<file path="config.mk">
export PLATFORM = sky130hd
export DESIGN_NAME = set_tlb
export DESIGN_NICKNAME = d
export VERILOG_FILES = /design/src/hw/tlb_addr_pkg.sv /design/src/hw/tlb_ctrl_pkg.sv /design/src/hw/tlb_fsm.sv /design/src/hw/tlb_flush_counter.sv /design/src/hw/tlb_tag_array.sv /design/src/hw/tlb_content_array.sv /design/src/hw/tlb_lookup.sv /design/src/hw/tlb_plru.sv /design/src/hw/set_tlb.sv
export SDC_FILE = /design/constraint.sdc
export NUM_CORES = 1
export LEC_CHECK = 0
export BUFFER_PORTS_ARGS = -buffer_cell sky130_fd_sc_hd__buf_2
export CORE_UTILIZATION = 60
export CTS_BUF_LIST = sky130_fd_sc_hd__clkbuf_8
export DETAILED_ROUTE_END_ITERATION = 7
export PLACE_DENSITY = 0.78
export RECOVER_POWER = 100
export SLEW_MARGIN = 30
export SYNTH_ARGS = -nofsm -noshare
export SYNTH_HDL_FRONTEND = slang
export SYNTH_SLANG_ARGS = --single-unit
</file>
<file path="constraint.sdc">
create_clock -name clk_i -period 7.2 [get_ports clk_i]
set_input_delay 0.36 -clock clk_i [delete_from_list [all_inputs] [get_ports clk_i]]
set_output_delay 0.36 -clock clk_i [all_outputs]
set_load 0.05 [all_outputs]
</file>
<file path="src/hw/tlb_addr_pkg.sv">
// 4 KiB pages only, no superpages or guest stage; 4-bit ASID and 32-bit stored pte
package tlb_addr_pkg;

  // ----------------------------------------
  // virtual address split
  // ----------------------------------------

  // full virtual address as issued by the walker
  localparam int unsigned VADDR_W = 39;
  // only base pages are held
  localparam int unsigned PAGE_OFFSET_W = 12;
  // page number above the offset
  localparam int unsigned VPN_W = VADDR_W - PAGE_OFFSET_W;
  // set index, taken from the low end of the vpn
  localparam int unsigned IDX_W = 2;
  // stored tag, the vpn bits above the index
  localparam int unsigned TAG_W = VPN_W - IDX_W;

  // ----------------------------------------
  // identifier and entry
  // ----------------------------------------

  localparam int unsigned ASID_W = 4;
  localparam int unsigned PTE_W = 32;
  // global mapping, ASID is a don't care for such entries
  localparam int unsigned PTE_G_BIT = 5;

endpackage

</file>
<file path="src/hw/tlb_ctrl_pkg.sv">
// geometry is fixed at 4 sets by 4 ways; the tree layout assumes exactly 4 ways
package tlb_ctrl_pkg;

  // ----------------------------------------
  // geometry
  // ----------------------------------------

  localparam int unsigned NUM_SETS = 4;
  localparam int unsigned NUM_WAYS = 4;
  localparam int unsigned WAY_IDX_W = 2;
  // root, node for ways 0/1, node for ways 2/3
  localparam int unsigned PLRU_W = 3;

  // control FSM, reset value is FLUSH so the arrays are cleared first
  typedef enum logic [1:0] {
    FLUSH,
    IDLE,
    READ,
    UPDATE
  } tlb_state_e;

endpackage

</file>
<file path="src/hw/tlb_fsm.sv">
// strobes are only taken in IDLE; callers must space them two cycles apart
`timescale 1ns/1ns

module tlb_fsm (
  input  logic                                clk_i,
  input  logic                                rst_ni,
  input  logic                                flush_i,
  input  logic                                upd_valid_i,
  input  logic                                req_valid_i,
  input  logic [tlb_addr_pkg::VPN_W-1:0]      upd_vpn_i,
  input  logic [tlb_addr_pkg::VADDR_W-1:0]    req_vaddr_i,
  input  logic [tlb_addr_pkg::IDX_W-1:0]      flush_idx_i,
  input  logic                                flush_last_i,
  input  logic [tlb_ctrl_pkg::NUM_WAYS-1:0]   victim_i,
  output logic                                flush_en_o,
  output logic                                wr_en_o,
  output logic                                rd_en_o,
  output logic [tlb_ctrl_pkg::NUM_WAYS-1:0]   way_req_o,
  output logic [tlb_addr_pkg::IDX_W-1:0]      set_addr_o,
  output tlb_ctrl_pkg::tlb_state_e            state_o,
  output logic                                flushing_o
);

  tlb_ctrl_pkg::tlb_state_e state_q, state_d;

  always_comb begin
    state_d    = state_q;
    flush_en_o = 1'b0;
    wr_en_o    = 1'b0;
    rd_en_o    = 1'b0;
    unique case (state_q)
      tlb_ctrl_pkg::FLUSH: begin
        // one set cleared per cycle
        flush_en_o = 1'b1;
        if (flush_last_i) begin
          state_d = tlb_ctrl_pkg::IDLE;
        end
      end
      tlb_ctrl_pkg::IDLE: begin
        // flush beats update beats request
        if (flush_i) begin
          state_d = tlb_ctrl_pkg::FLUSH;
        end else if (upd_valid_i) begin
          wr_en_o = 1'b1;
          state_d = tlb_ctrl_pkg::UPDATE;
        end else if (req_valid_i) begin
          rd_en_o = 1'b1;
          state_d = tlb_ctrl_pkg::READ;
        end
      end
      // single cycle states, a flush here still wins
      tlb_ctrl_pkg::READ, tlb_ctrl_pkg::UPDATE: begin
        state_d = flush_i ? tlb_ctrl_pkg::FLUSH : tlb_ctrl_pkg::IDLE;
      end
      default: begin
        state_d = tlb_ctrl_pkg::FLUSH;
      end
    endcase
  end

  // set address: flush counter, then update index, else request index
  assign set_addr_o = flush_en_o ? flush_idx_i :
                      wr_en_o    ? upd_vpn_i[tlb_addr_pkg::IDX_W-1:0] :
                      req_vaddr_i[tlb_addr_pkg::PAGE_OFFSET_W +: tlb_addr_pkg::IDX_W];

  // reads and flushes touch all ways, writes only the victim
  assign way_req_o = (rd_en_o || flush_en_o) ? '1 : (wr_en_o ? victim_i : '0);

  // raised in the strobe cycle already, before the state changes
  assign flushing_o = flush_en_o | flush_i;
  assign state_o    = state_q;

  always_ff @(posedge clk_i or negedge rst_ni) begin
    if (!rst_ni) begin
      state_q <= tlb_ctrl_pkg::FLUSH;
    end else begin
      state_q <= state_d;
    end
  end

endmodule

</file>
<file path="src/hw/tlb_flush_counter.sv">
// counts only while flushing and wraps after the last set, so each flush starts at set 0
`timescale 1ns/1ns

module tlb_flush_counter (
  input  logic                            clk_i,
  input  logic                            rst_ni,
  input  logic                            flush_en_i,
  output logic [tlb_addr_pkg::IDX_W-1:0]  flush_idx_o,
  output logic                            flush_last_o
);

  logic [tlb_addr_pkg::IDX_W-1:0] idx_q;

  // last set reached, FSM leaves FLUSH on this cycle
  assign flush_last_o = (idx_q == tlb_addr_pkg::IDX_W'(tlb_ctrl_pkg::NUM_SETS - 1));
  assign flush_idx_o  = idx_q;

  always_ff @(posedge clk_i or negedge rst_ni) begin
    if (!rst_ni) begin
      idx_q <= '0;
    end else if (flush_en_i) begin
      if (flush_last_o) begin
        idx_q <= '0;
      end else begin
        idx_q <= idx_q + 1'b1;
      end
    end
  end

endmodule

</file>
<file path="src/hw/tlb_tag_array.sv">
// read data is registered and holds until the next read; tag and ASID words have no reset
`timescale 1ns/1ns

module tlb_tag_array (
  input  logic                                                  clk_i,
  input  logic                                                  rst_ni,
  input  logic [tlb_ctrl_pkg::NUM_WAYS-1:0]                     way_req_i,
  input  logic                                                  wr_en_i,
  input  logic                                                  rd_en_i,
  input  logic                                                  flush_en_i,
  input  logic [tlb_addr_pkg::IDX_W-1:0]                        set_addr_i,
  input  logic [tlb_addr_pkg::VPN_W-1:0]                        upd_vpn_i,
  input  logic [tlb_addr_pkg::ASID_W-1:0]                       upd_asid_i,
  output logic [tlb_ctrl_pkg::NUM_WAYS-1:0][tlb_addr_pkg::TAG_W-1:0]  tag_o,
  output logic [tlb_ctrl_pkg::NUM_WAYS-1:0][tlb_addr_pkg::ASID_W-1:0] asid_o,
  output logic [tlb_ctrl_pkg::NUM_WAYS-1:0]                     valid_o
);

  for (genvar w = 0; w < tlb_ctrl_pkg::NUM_WAYS; w++) begin : gen_way
    logic [tlb_addr_pkg::TAG_W-1:0]  tag_mem  [tlb_ctrl_pkg::NUM_SETS];
    logic [tlb_addr_pkg::ASID_W-1:0] asid_mem [tlb_ctrl_pkg::NUM_SETS];
    logic [tlb_ctrl_pkg::NUM_SETS-1:0] valid_q;
    logic [tlb_addr_pkg::TAG_W-1:0]  tag_rd_q;
    logic [tlb_addr_pkg::ASID_W-1:0] asid_rd_q;
    logic                            valid_rd_q;

    // tag and ASID words, tag is the vpn above the index
    always_ff @(posedge clk_i) begin
      if (way_req_i[w] && wr_en_i) begin
        tag_mem[set_addr_i]  <= upd_vpn_i[tlb_addr_pkg::VPN_W-1:tlb_addr_pkg::IDX_W];
        asid_mem[set_addr_i] <= upd_asid_i;
      end else if (way_req_i[w] && rd_en_i) begin
        tag_rd_q  <= tag_mem[set_addr_i];
        asid_rd_q <= asid_mem[set_addr_i];
      end
    end

    // valid bits, flush clears and write sets
    always_ff @(posedge clk_i or negedge rst_ni) begin
      if (!rst_ni) begin
        valid_q    <= '0;
        valid_rd_q <= 1'b0;
      end else if (way_req_i[w]) begin
        if (flush_en_i) begin
          valid_q[set_addr_i] <= 1'b0;
        end else if (wr_en_i) begin
          valid_q[set_addr_i] <= 1'b1;
        end else if (rd_en_i) begin
          valid_rd_q <= valid_q[set_addr_i];
        end
      end
    end

    assign tag_o[w]   = tag_rd_q;
    assign asid_o[w]  = asid_rd_q;
    assign valid_o[w] = valid_rd_q;
  end

endmodule

</file>
<file path="src/hw/tlb_content_array.sv">
// no reset and no flush, entries are only meaningful behind a valid tag
`timescale 1ns/1ns

module tlb_content_array (
  input  logic                                                  clk_i,
  input  logic [tlb_ctrl_pkg::NUM_WAYS-1:0]                     way_req_i,
  input  logic                                                  wr_en_i,
  input  logic                                                  rd_en_i,
  input  logic [tlb_addr_pkg::IDX_W-1:0]                        set_addr_i,
  input  logic [tlb_addr_pkg::PTE_W-1:0]                        upd_pte_i,
  output logic [tlb_ctrl_pkg::NUM_WAYS-1:0][tlb_addr_pkg::PTE_W-1:0]  pte_o
);

  for (genvar w = 0; w < tlb_ctrl_pkg::NUM_WAYS; w++) begin : gen_way
    logic [tlb_addr_pkg::PTE_W-1:0] pte_mem [tlb_ctrl_pkg::NUM_SETS];
    logic [tlb_addr_pkg::PTE_W-1:0] pte_rd_q;

    // write wins, read word held until the next read
    always_ff @(posedge clk_i) begin
      if (way_req_i[w] && wr_en_i) begin
        pte_mem[set_addr_i] <= upd_pte_i;
      end else if (way_req_i[w] && rd_en_i) begin
        pte_rd_q <= pte_mem[set_addr_i];
      end
    end

    assign pte_o[w] = pte_rd_q;
  end

endmodule

</file>
<file path="src/hw/tlb_lookup.sv">
// response is combinational in READ only; a flush in that cycle drops it
`timescale 1ns/1ns

module tlb_lookup (
  input  logic                                                  clk_i,
  input  logic                                                  rst_ni,
  input  logic                                                  flush_i,
  input  tlb_ctrl_pkg::tlb_state_e                              state_i,
  input  logic [tlb_addr_pkg::VADDR_W-1:0]                      req_vaddr_i,
  input  logic [tlb_addr_pkg::ASID_W-1:0]                       req_asid_i,
  input  logic [tlb_ctrl_pkg::NUM_WAYS-1:0][tlb_addr_pkg::TAG_W-1:0]  tag_i,
  input  logic [tlb_ctrl_pkg::NUM_WAYS-1:0][tlb_addr_pkg::ASID_W-1:0] asid_i,
  input  logic [tlb_ctrl_pkg::NUM_WAYS-1:0]                     valid_i,
  input  logic [tlb_ctrl_pkg::NUM_WAYS-1:0][tlb_addr_pkg::PTE_W-1:0]  pte_i,
  output logic [tlb_ctrl_pkg::NUM_WAYS-1:0]                     hit_ways_o,
  output logic [tlb_addr_pkg::IDX_W-1:0]                        req_idx_o,
  output logic                                                  resp_valid_o,
  output logic [tlb_addr_pkg::VPN_W-1:0]                        resp_vpn_o,
  output logic [tlb_addr_pkg::ASID_W-1:0]                       resp_asid_o,
  output logic [tlb_addr_pkg::PTE_W-1:0]                        resp_pte_o
);

  logic [tlb_addr_pkg::VADDR_W-1:0]   vaddr_q;
  logic [tlb_addr_pkg::ASID_W-1:0]    asid_q;
  logic [tlb_addr_pkg::TAG_W-1:0]     req_tag;
  logic [tlb_ctrl_pkg::NUM_WAYS-1:0]  hit;
  logic [tlb_ctrl_pkg::WAY_IDX_W-1:0] hit_idx;

  // ----------------------------------------
  // request register, sampled every cycle
  // ----------------------------------------
  // holds the accepted request during READ
  always_ff @(posedge clk_i or negedge rst_ni) begin
    if (!rst_ni) begin
      vaddr_q <= '0;
      asid_q  <= '0;
    end else begin
      vaddr_q <= req_vaddr_i;
      asid_q  <= req_asid_i;
    end
  end

  assign req_idx_o = vaddr_q[tlb_addr_pkg::PAGE_OFFSET_W +: tlb_addr_pkg::IDX_W];
  assign req_tag   = vaddr_q[tlb_addr_pkg::VADDR_W-1 -: tlb_addr_pkg::TAG_W];

  // ----------------------------------------
  // match and lowest-way priority
  // ----------------------------------------
  always_comb begin
    hit        = '0;
    hit_idx    = '0;
    hit_ways_o = '0;
    for (int w = 0; w < tlb_ctrl_pkg::NUM_WAYS; w++) begin
      // global entries skip the ASID compare
      hit[w] = (state_i == tlb_ctrl_pkg::READ) && !flush_i && valid_i[w] &&
               (tag_i[w] == req_tag) &&
               ((asid_i[w] == asid_q) || pte_i[w][tlb_addr_pkg::PTE_G_BIT]);
    end
    // walk downwards so the lowest hitting way is the one kept
    for (int w = tlb_ctrl_pkg::NUM_WAYS - 1; w >= 0; w--) begin
      if (hit[w]) begin
        hit_idx = tlb_ctrl_pkg::WAY_IDX_W'(w);
      end
    end
    if (|hit) begin
      hit_ways_o[hit_idx] = 1'b1;
    end
  end

  // vpn rebuilt from stored tag and request index
  assign resp_valid_o = |hit;
  assign resp_vpn_o   = {tag_i[hit_idx], req_idx_o};
  assign resp_asid_o  = asid_i[hit_idx];
  assign resp_pte_o   = pte_i[hit_idx];

endmodule

</file>
<file path="src/hw/tlb_plru.sv">
// tree-based pseudo-LRU for exactly 4 ways; updates on accessed hits only, never on fills
`timescale 1ns/1ns

module tlb_plru (
  input  logic                                clk_i,
  input  logic                                rst_ni,
  input  logic [tlb_ctrl_pkg::NUM_WAYS-1:0]   hit_ways_i,
  input  logic                                lu_access_i,
  input  logic [tlb_addr_pkg::IDX_W-1:0]      req_idx_i,
  input  logic [tlb_addr_pkg::VPN_W-1:0]      upd_vpn_i,
  output logic [tlb_ctrl_pkg::NUM_WAYS-1:0]   victim_o
);

  // node 0 is the root, node 1 covers ways 0/1, node 2 covers ways 2/3
  // a node value of 0 points left (lower ways), 1 points right
  logic [tlb_ctrl_pkg::PLRU_W-1:0]    tree_q [tlb_ctrl_pkg::NUM_SETS];
  logic [tlb_ctrl_pkg::WAY_IDX_W-1:0] hit_way;
  logic [tlb_ctrl_pkg::PLRU_W-1:0]    upd_tree;
  logic [tlb_ctrl_pkg::WAY_IDX_W-1:0] victim_way;

  // one-hot hit to way number
  always_comb begin
    hit_way = '0;
    for (int w = 0; w < tlb_ctrl_pkg::NUM_WAYS; w++) begin
      if (hit_ways_i[w]) begin
        hit_way = tlb_ctrl_pkg::WAY_IDX_W'(w);
      end
    end
  end

  // ----------------------------------------
  // tree update on accessed hit
  // ----------------------------------------
  // nodes on the hit path turn away from the hit way
  always_ff @(posedge clk_i or negedge rst_ni) begin
    if (!rst_ni) begin
      for (int s = 0; s < tlb_ctrl_pkg::NUM_SETS; s++) begin
        tree_q[s] <= '0;
      end
    end else if (lu_access_i && |hit_ways_i) begin
      tree_q[req_idx_i][0]              <= ~hit_way[1];
      tree_q[req_idx_i][1 + hit_way[1]] <= ~hit_way[0];
    end
  end

  // ----------------------------------------
  // victim decode for the update's set
  // ----------------------------------------
  assign upd_tree = tree_q[upd_vpn_i[tlb_addr_pkg::IDX_W-1:0]];

  always_comb begin
    // root picks the half, the lower node picks the way inside it
    victim_way    = {upd_tree[0], upd_tree[0] ? upd_tree[2] : upd_tree[1]};
    victim_o      = '0;
    victim_o[victim_way] = 1'b1;
  end

endmodule

</file>
<file path="src/hw/set_tlb.sv">
// one request in flight, no back-pressure; wait for flushing_o low before issuing strobes
`timescale 1ns/1ns

module set_tlb (
  input  logic                              clk_i,
  input  logic                              rst_ni,
  input  logic                              flush_i,
  input  logic                              upd_valid_i,
  input  logic [tlb_addr_pkg::VPN_W-1:0]    upd_vpn_i,
  input  logic [tlb_addr_pkg::ASID_W-1:0]   upd_asid_i,
  input  logic [tlb_addr_pkg::PTE_W-1:0]    upd_pte_i,
  input  logic                              req_valid_i,
  input  logic [tlb_addr_pkg::VADDR_W-1:0]  req_vaddr_i,
  input  logic [tlb_addr_pkg::ASID_W-1:0]   req_asid_i,
  input  logic                              lu_access_i,
  output logic                              resp_valid_o,
  output logic [tlb_addr_pkg::VPN_W-1:0]    resp_vpn_o,
  output logic [tlb_addr_pkg::ASID_W-1:0]   resp_asid_o,
  output logic [tlb_addr_pkg::PTE_W-1:0]    resp_pte_o,
  output logic                              flushing_o
);

  // array control from the FSM
  logic                                   flush_en, wr_en, rd_en;
  logic [tlb_ctrl_pkg::NUM_WAYS-1:0]      way_req;
  logic [tlb_addr_pkg::IDX_W-1:0]         set_addr;
  tlb_ctrl_pkg::tlb_state_e               state;
  // flush walk
  logic [tlb_addr_pkg::IDX_W-1:0]         flush_idx;
  logic                                   flush_last;
  // per-way read data
  logic [tlb_ctrl_pkg::NUM_WAYS-1:0][tlb_addr_pkg::TAG_W-1:0]  tag_rd;
  logic [tlb_ctrl_pkg::NUM_WAYS-1:0][tlb_addr_pkg::ASID_W-1:0] asid_rd;
  logic [tlb_ctrl_pkg::NUM_WAYS-1:0]                           valid_rd;
  logic [tlb_ctrl_pkg::NUM_WAYS-1:0][tlb_addr_pkg::PTE_W-1:0]  pte_rd;
  // replacement
  logic [tlb_ctrl_pkg::NUM_WAYS-1:0]      hit_ways, victim;
  logic [tlb_addr_pkg::IDX_W-1:0]         req_idx;

  tlb_fsm u_fsm (
    .clk_i, .rst_ni, .flush_i, .upd_valid_i, .req_valid_i, .upd_vpn_i, .req_vaddr_i,
    .flush_idx_i (flush_idx), .flush_last_i (flush_last), .victim_i (victim),
    .flush_en_o  (flush_en),  .wr_en_o      (wr_en),      .rd_en_o  (rd_en),
    .way_req_o   (way_req),   .set_addr_o   (set_addr),   .state_o  (state),
    .flushing_o
  );

  tlb_flush_counter u_flush_counter (
    .clk_i, .rst_ni, .flush_en_i (flush_en),
    .flush_idx_o (flush_idx), .flush_last_o (flush_last)
  );

  tlb_tag_array u_tag_array (
    .clk_i, .rst_ni, .way_req_i (way_req), .wr_en_i (wr_en), .rd_en_i (rd_en),
    .flush_en_i (flush_en), .set_addr_i (set_addr), .upd_vpn_i, .upd_asid_i,
    .tag_o (tag_rd), .asid_o (asid_rd), .valid_o (valid_rd)
  );

  tlb_content_array u_content_array (
    .clk_i, .way_req_i (way_req), .wr_en_i (wr_en), .rd_en_i (rd_en),
    .set_addr_i (set_addr), .upd_pte_i, .pte_o (pte_rd)
  );

  tlb_lookup u_lookup (
    .clk_i, .rst_ni, .flush_i, .state_i (state), .req_vaddr_i, .req_asid_i,
    .tag_i (tag_rd), .asid_i (asid_rd), .valid_i (valid_rd), .pte_i (pte_rd),
    .hit_ways_o (hit_ways), .req_idx_o (req_idx),
    .resp_valid_o, .resp_vpn_o, .resp_asid_o, .resp_pte_o
  );

  tlb_plru u_plru (
    .clk_i, .rst_ni, .hit_ways_i (hit_ways), .lu_access_i, .req_idx_i (req_idx),
    .upd_vpn_i, .victim_o (victim)
  );

endmodule

</file>
==> results of run 1 <==
==> what timing repair did <==
action	in CTS	in global routing
buffers inserted	0	0
hold endpoints to repair	1081	0
endpoints found under the setup margin	0	0
hold buffers	98	0
==> state kept, by name (all words and copies together), names as in the netlist, named ones only <==
name                              cells
u_content_array.gen_way.pte_rd_q    128
u_tag_array.gen_way.asid_mem         64
u_tag_array.gen_way.asid_rd_q        16
u_plru.tree_q                        12
u_tag_array.gen_way.tag_mem         400
u_lookup.asid_q                       4
u_tag_array.gen_way.tag_rd_q        100
u_content_array.gen_way.pte_mem     512
u_tag_array.gen_way.valid_rd_q        4
u_fsm.state_o                         2
u_lookup.vaddr_q                     27
u_flush_counter.flush_idx_o           2
==> cell usage after synthesis, types with 2 or more instances <==
library cell | count | area, µm²
nand4_1 | 20 | 125
or2_2 | 2 | 12.5
a41oi_1 | 4 | 35.0
edfxtp_1 | 1220 | 36600
xnor2_1 | 99 | 867
buf_12 | 27 | 541
nand3b_1 | 3 | 22.5
nor4_1 | 3 | 18.8
dfrtp_1 | 67 | 1680
xor2_1 | 17 | 149
nand2b_1 | 4 | 25.0
nor3_1 | 19 | 95.1
a21o_1 | 20 | 150
mux4_2 | 247 | 5560
nand2_2 | 2 | 12.5
o21ai_0 | 10 | 50.1
a22oi_1 | 4 | 30.0
clkbuf_1 | 40 | 150
buf_4 | 2 | 15.0
o221ai_1 | 61 | 534
nand2_1 | 18 | 67.6
nor2_1 | 82 | 308
nand3_1 | 12 | 60.1
buf_2 | 43 | 215
a21oi_1 | 131 | 656
and3b_1 | 4 | 35.0
buf_6 | 2 | 22.5
mux2_2 | 11 | 124
==> power by group through the flow <==
| stage | sequential [mW] | clock, mW | combinational [mW] |
|---|---|---|---|
| floorplan | 8.89 | 0 | 3.23 |
| global placement | 8.91 | 0 | 3.49 |
| detailed placement | 8.92 | 0 | 3.59 |
| CTS | 8.77 | 5.69 | 3.65 |
| global route | 8.79 | 6.02 | 3.92 |
| finish | 8.78 | 5.64 | 3.68 |
==> cells in the final DEF, fill, tap and decap left out, drive strengths merged, types with 11 or more instances in the layout <==
master and instances:
edfxtp 1220, clkbuf 329, mux4 247, a21oi 133, xnor2 99, dlygate4sd3 98, nor2 82, buf 82
inv 75, clkinv 68, dfrtp 67, o221ai 61, nand4 21, a21o 20, nand2 20, nor3 19
xor2 17, nand3 12, mux2 11
==> area by class of cell <==
type                            count  area, µm²  area share
Sequential cell                  1287      38300       0.702
Multi-Input combinational cell    789       9160       0.168
Clock buffer                      199       2740      0.0502
Timing Repair Buffer              311       2130      0.0390
Tap cell                         1050       1310      0.0241
Clock inverter                    152        922      0.0169
Antenna cell                        3       7.51    0.000138
==> per-layer routing <==
layer | GRT usage | routed length (µm)
met4 | 0.111 | 3890
met1 | 0.398 | 41900
met3 | 0.0663 | 13300
met2 | 0.457 | 56700
met5 | 0 | 70
==> through the flow <==
step	instances	setup WS, ps
finish	3791	896
global route	3791	825
CTS	3785	1800
detailed placement	3336	2760
global placement	3334	2380
floorplan	2192	770
==> logic make-up after synthesis <==
family | after synthesis
compound gates | 234
xor+xnor | 116
fa+ha+maj | 1
buf+inv | 116
mux | 260
flops | 1287
simple gates | 178
==> worst max path at each step <==
stage	start	end	slack, ps	cells past startpoint
global placement	flush_i	resp_pte_o[10]	2380	10
floorplan	u_fsm.state_o[1]$_DFFE_PN0P_	u_content_array.gen_way[0].pte_mem[0][0]$_DFFE_PP_	770	8
detailed placement	flush_i	u_content_array.gen_way[1].pte_mem[2][13]$_DFFE_PP_	2760	9
global route	u_tag_array.gen_way[0].asid_rd_q[3]$_DFFE_PP_	resp_pte_o[26]	820	9
CTS	u_fsm.state_o[1]$_DFFE_PN0P_	resp_pte_o[10]	1800	10
finish	u_tag_array.gen_way[0].asid_rd_q[3]$_DFFE_PP_	resp_pte_o[10]	900	10
==> worst max-delay path, delay by kind of cell (launching register included) <==
kind	cells	cell delay (ps)
buf+inv	3	1660
compound gates	3	1630
xor+xnor	1	160
flops	1	410
simple gates	3	1200
==> flow_summary.ini, run 1 <==
[critical_path]
critical_path.cell_chain = xnor2_1, a41oi_1, nor3_1, and4_1, a31oi_4, clkbuf_1, buf_4, nor2_1, a21oi_1, buf_2
rr_startpoint = u_fsm.state_o[1]$_DFFE_PN0P_
slowest_stage = and4_1
slowest_delay_ps = 1000
startpoint_type = flop
rr_endpoint = u_tag_array.gen_way[3].tag_mem[2][15]$_DFFE_PP_
required_ps = 6840
worst-path-max-fanout = 36
rrSetupSlack_ps = 1050
arrival_ps = 5940
path_class = flop to output port
worstRegToRegCells = 8
critPathCaptureType = output port

[global_route]
grt_start_max_net_pins = 115
grt_pass1_vias = 25249
grt_antenna_before_repair = 9
grt.overflow.total = 0
grt_usage = 0.289
grt_first_pass_wirelength_um = 167000

[routing]
route.detailed.drc = 0
post_drt_wl_per_cell_um = 30.6
post_drt_via_cell_ratio = 6.52
totalWireLength_um = 116000
dr.first_iter.drc_count = 3367
num_vias = 24725
postRouteAntennaNets = 0
dr.pass1.iters = 6

[status]
violations = max-capacitance violations, max-slew violations
outcome = finished with violations

[sta]
whs_ps = 150
setup_tns_ps = 0
fmax_mhz = 159
hold_viol = 0
relSlewSlack = -1.89
rsz0062_at_grt = no
period_needed_ps = 6300
fin_skew_ps = 63.0
slew_viol_final = 922
fin_crit_sh = 0.876
tightest_slew_ps = 4340
setup_viol = 0

[logic_synthesis]
synth_area_um2 = 48400
syn_nets = 2305
synth_edf_count = 1220
async_flop_share = 0.0521
yosys_warnings = 0
synth-xor-area-share = 0.0210
postSynthAreaPerCell_um2 = 22.1
muxShareOfSynthArea = 0.118
ys_ff_latch = 1287
synth_fa_ha_area_frac = 0.000259
synth_cells = 2192
yosys.area_share.simple = 0.0180
synth_top_family_by_area = multiplexers
seq_area_frac_synth = 0.792
yosys_most_used_dff = edfxtp_1
ys_types = 46
synth_compound_area_frac = 0.0310

[floorplanning]
initial_core_util = 0.609
die_height_um = 286
die-area_um2 = 81800
rows = 103
core_um2 = 79400
die_w_um = 286
io_pins = 177

[layout]
drive_above_1_share = 0.221
fillCellCount = 4724
post-route-util = 0.687
final_cell_area_um2 = 54600
area_delta_synth_final_pct = 12.8
finish.net_count = 2693

[pwr]
p_int_mw = 13.4
irDropWorstVdd_mv = 0.337
p_sw_mw = 4.68
pwr-share-seq = 0.485
swShare = 0.259
clock_power_share = 0.312
p_leak_nw = 17.7
powerDensity_nw_per_um2 = 332
combPwrFrac = 0.203
post-layout-total-power_mw = 18.1

[hold_path]
min-delay-start = req_vaddr_i[14]
worstHoldEndpoint = u_lookup.vaddr_q[14]$_DFF_PN0_
min_path_cells = 2
hp-class = input pin to flop

[clocking]
clk_latency_ps = 870
root_buffer = clkbuf_8
ctsResizeCount = 0
clockBufferDepth = 3
htree_num_levels = 4
cts_made_buffers = 191
cts_tree = done
clkTransAtPathRegs_ps = 60
clock-sinks = 1287

[run]
cap_violations = 26

[placed_design]
placed_area_um2 = 50200
place_congestion = 0.897
dp_hpwl_um = 60400
numPortBuffers = 164
No activity file was read; power rests on OpenSTA's default activity.
==> run 2: changes to the inputs <==
==> constraint.sdc (replaced) <==
create_clock -name clk_i -period 7.2 [get_ports clk_i]
set_input_delay 1.44 -clock clk_i [delete_from_list [all_inputs] [get_ports clk_i]]
set_output_delay 1.44 -clock clk_i [all_outputs]
set_load 0.05 [all_outputs]
==> run 2 against run 1 <==
  * The run still ends with max-capacitance violations, max-slew violations left
  * Via count decreased by 2.8%
  * Die area unchanged
  * Critical path depth down 1
  * Clock skew down 22 ps
  * Sequential share of layout area rose by 1.6 points
  * Largest power group unchanged
  * Largest cell class unchanged
  * Sequential power hardly changed
  * Clock-buffer cell count down 3
  * Fmax fell by 5.3%
  * Hold slack better by 330 ps
==> flow_summary.ini, run 2 (synthesis gave the netlist of run 1 again) <==
[status]
outcome = finished with violations
violations = max-capacitance violations, max-slew violations

[placed_design]
placed_area_um2 = 50400
place_inst = 3346
numPortBuffers = 164
place_congestion = 0.893
dp_hpwl_um = 61400

[routing]
num_vias = 24043
dr.first_iter.drc_count = 3084
route.detailed.drc = 0
post_drt_via_cell_ratio = 6.50
dr.pass1.iters = 5
post_drt_wl_per_cell_um = 30.4
totalWireLength_um = 112000
postRouteAntennaNets = 0

[pwr]
powerDensity_nw_per_um2 = 335
p_leak_nw = 17.2
irDropWorstVdd_mv = 0.284

[floorplanning]
die_height_um = 286
io_pins = 177
core_um2 = 79400
die_w_um = 286
die-area_um2 = 81800
initial_core_util = 0.609
rows = 103

[clocking]
ctsResizeCount = 0
clk_latency_ps = 840
hold_buffers = 0
clockBufferDepth = 3
root_buffer = clkbuf_8
htree_num_levels = 4
cts_made_buffers = 191
clkTransAtPathRegs_ps = 60
cts_tree = done
post_cts_buffers = 0
clock-sinks = 1287

[sta]
slew_viol_final = 1347
tightest_slew_ps = 4290
hold_viol = 0
fin_skew_ps = 41.5
period_needed_ps = 6660
relSlewSlack = -1.86
rsz0062_at_grt = no
setup_viol = 0
whs_ps = 482
fmax_mhz = 150
fin_crit_sh = 0.924

[critical_path]
startpoint_type = input pin
critPathCaptureType = output port
slowest_stage = and3_1
rrSetupSlack_ps = 990
arrival_ps = 5220
required_ps = 5760
worstRegToRegCells = 8
path_class = input pin to output port
worst-path-max-fanout = 20
slowest_delay_ps = 1210
critical_path.cell_chain = clkbuf_1, nor3b_2, nand3_1, nor3_1, and3_1, clkbuf_1, a21oi_1, a21oi_1, buf_2

[global_route]
grt_antenna_before_repair = 13
grt_pass1_vias = 24336
grt_usage = 0.279
grt_start_max_net_pins = 113
grt_first_pass_wirelength_um = 161000
grt.overflow.total = 0

[layout]
fin_cells = 3698
area_delta_synth_final_pct = 10.3
drive_above_1_share = 0.220
finish.net_count = 2603
final_cell_area_um2 = 53400
largest_reg_flops = 512
layout_commonest_cell = edfxtp_1
mostFrequentLayoutCells = edfxtp_1 (1220), mux4_2 (247), clkbuf_8 (196)
largestRegisters = u_content_array.gen_way.pte_mem x512, u_tag_array.gen_way.tag_mem x400, u_content_array.gen_way.pte_rd_q x128
regMostFlops = u_content_array.gen_way.pte_mem
fillCellCount = 4858

[run]
cap_violations = 40

[hold_path]
hp-class = flop to flop
min_path_cells = 1
==> run 2: cell types whose count changed in the layout (fill, tap and decap cells not counted), moves of 7 or more <==
cell | before | now
buf_2 | 54 | 39
clkinv_1 | 40 | 33
clkbuf_2 | 4 | 12
clkbuf_1 | 126 | 151
dlygate4sd3_1 | 98 | 0
==> run 2: critical path, delay by kind of cell <==
family | cells | cell delay, ps
simple gates | 4 | 2250
buf+inv | 3 | 950
compound gates | 2 | 540
==> run 2: where the power goes <==
group          leakage (nW)  switching (mW)  total, mW  internal, mW
clock network          2.08            2.74       5.49          2.74
registers              11.8          0.0991       8.78          8.68
logic                  3.28            1.76       3.63          1.88
total                  17.2            4.60       17.9          13.3
==> run 2: area by class of cell <==
type	count	area (µm²)	area share
sequential	1287	38300	0.718
multi-input combinational	789	9130	0.171
clock buffer	196	2700	0.0506
tap	1050	1310	0.0246
timing repair buffer	221	1040	0.0195
clock inverter	148	853	0.0160
antenna	7	17.5	0.000328
==> run 2: path summary, 6_finish.rpt <==
path / from / endpoint
min in group asynchronous: rst_ni / u_lookup.vaddr_q[15]$_DFF_PN0_
setup / recovery: flush_i / resp_pte_o[25]
setup reg to reg: u_fsm.state_o[1]$_DFFE_PN0P_ / u_tag_array.gen_way[0].tag_mem[0][17]$_DFFE_PP_
hold / removal: flop / flop
max in group asynchronous: rst_ni / u_lookup.asid_q[0]$_DFF_PN0_
hold reg to reg: flop / flop
==> run 2: through the flow <==
stage | power, mW | utilization | TNS [ps] | setup slack (ps)
4_1_cts | 18.0 | 0.679 | 0 | 1130
3_3_place_gp | 12.4 | 0.633 | 0 | 1200
5_1_grt | 18.5 | 0.672 | 0 | 497
6_report | 17.9 | 0.672 | 0 | 544
2_1_floorplan | 12.1 | - | -55620 | -228
3_5_place_dp | 12.5 | 0.635 | 0 | 1120
==> run 2: layer usage <==
metal | vias up | routed length, µm | global-route usage
met5 | - | 76 | 0
met4 | 12 | 3770 | 0.115
met3 | 244 | 12200 | 0.0683
li1 | 9705 | - | -
met1 | 12465 | 41500 | 0.382
met2 | 1617 | 54800 | 0.439
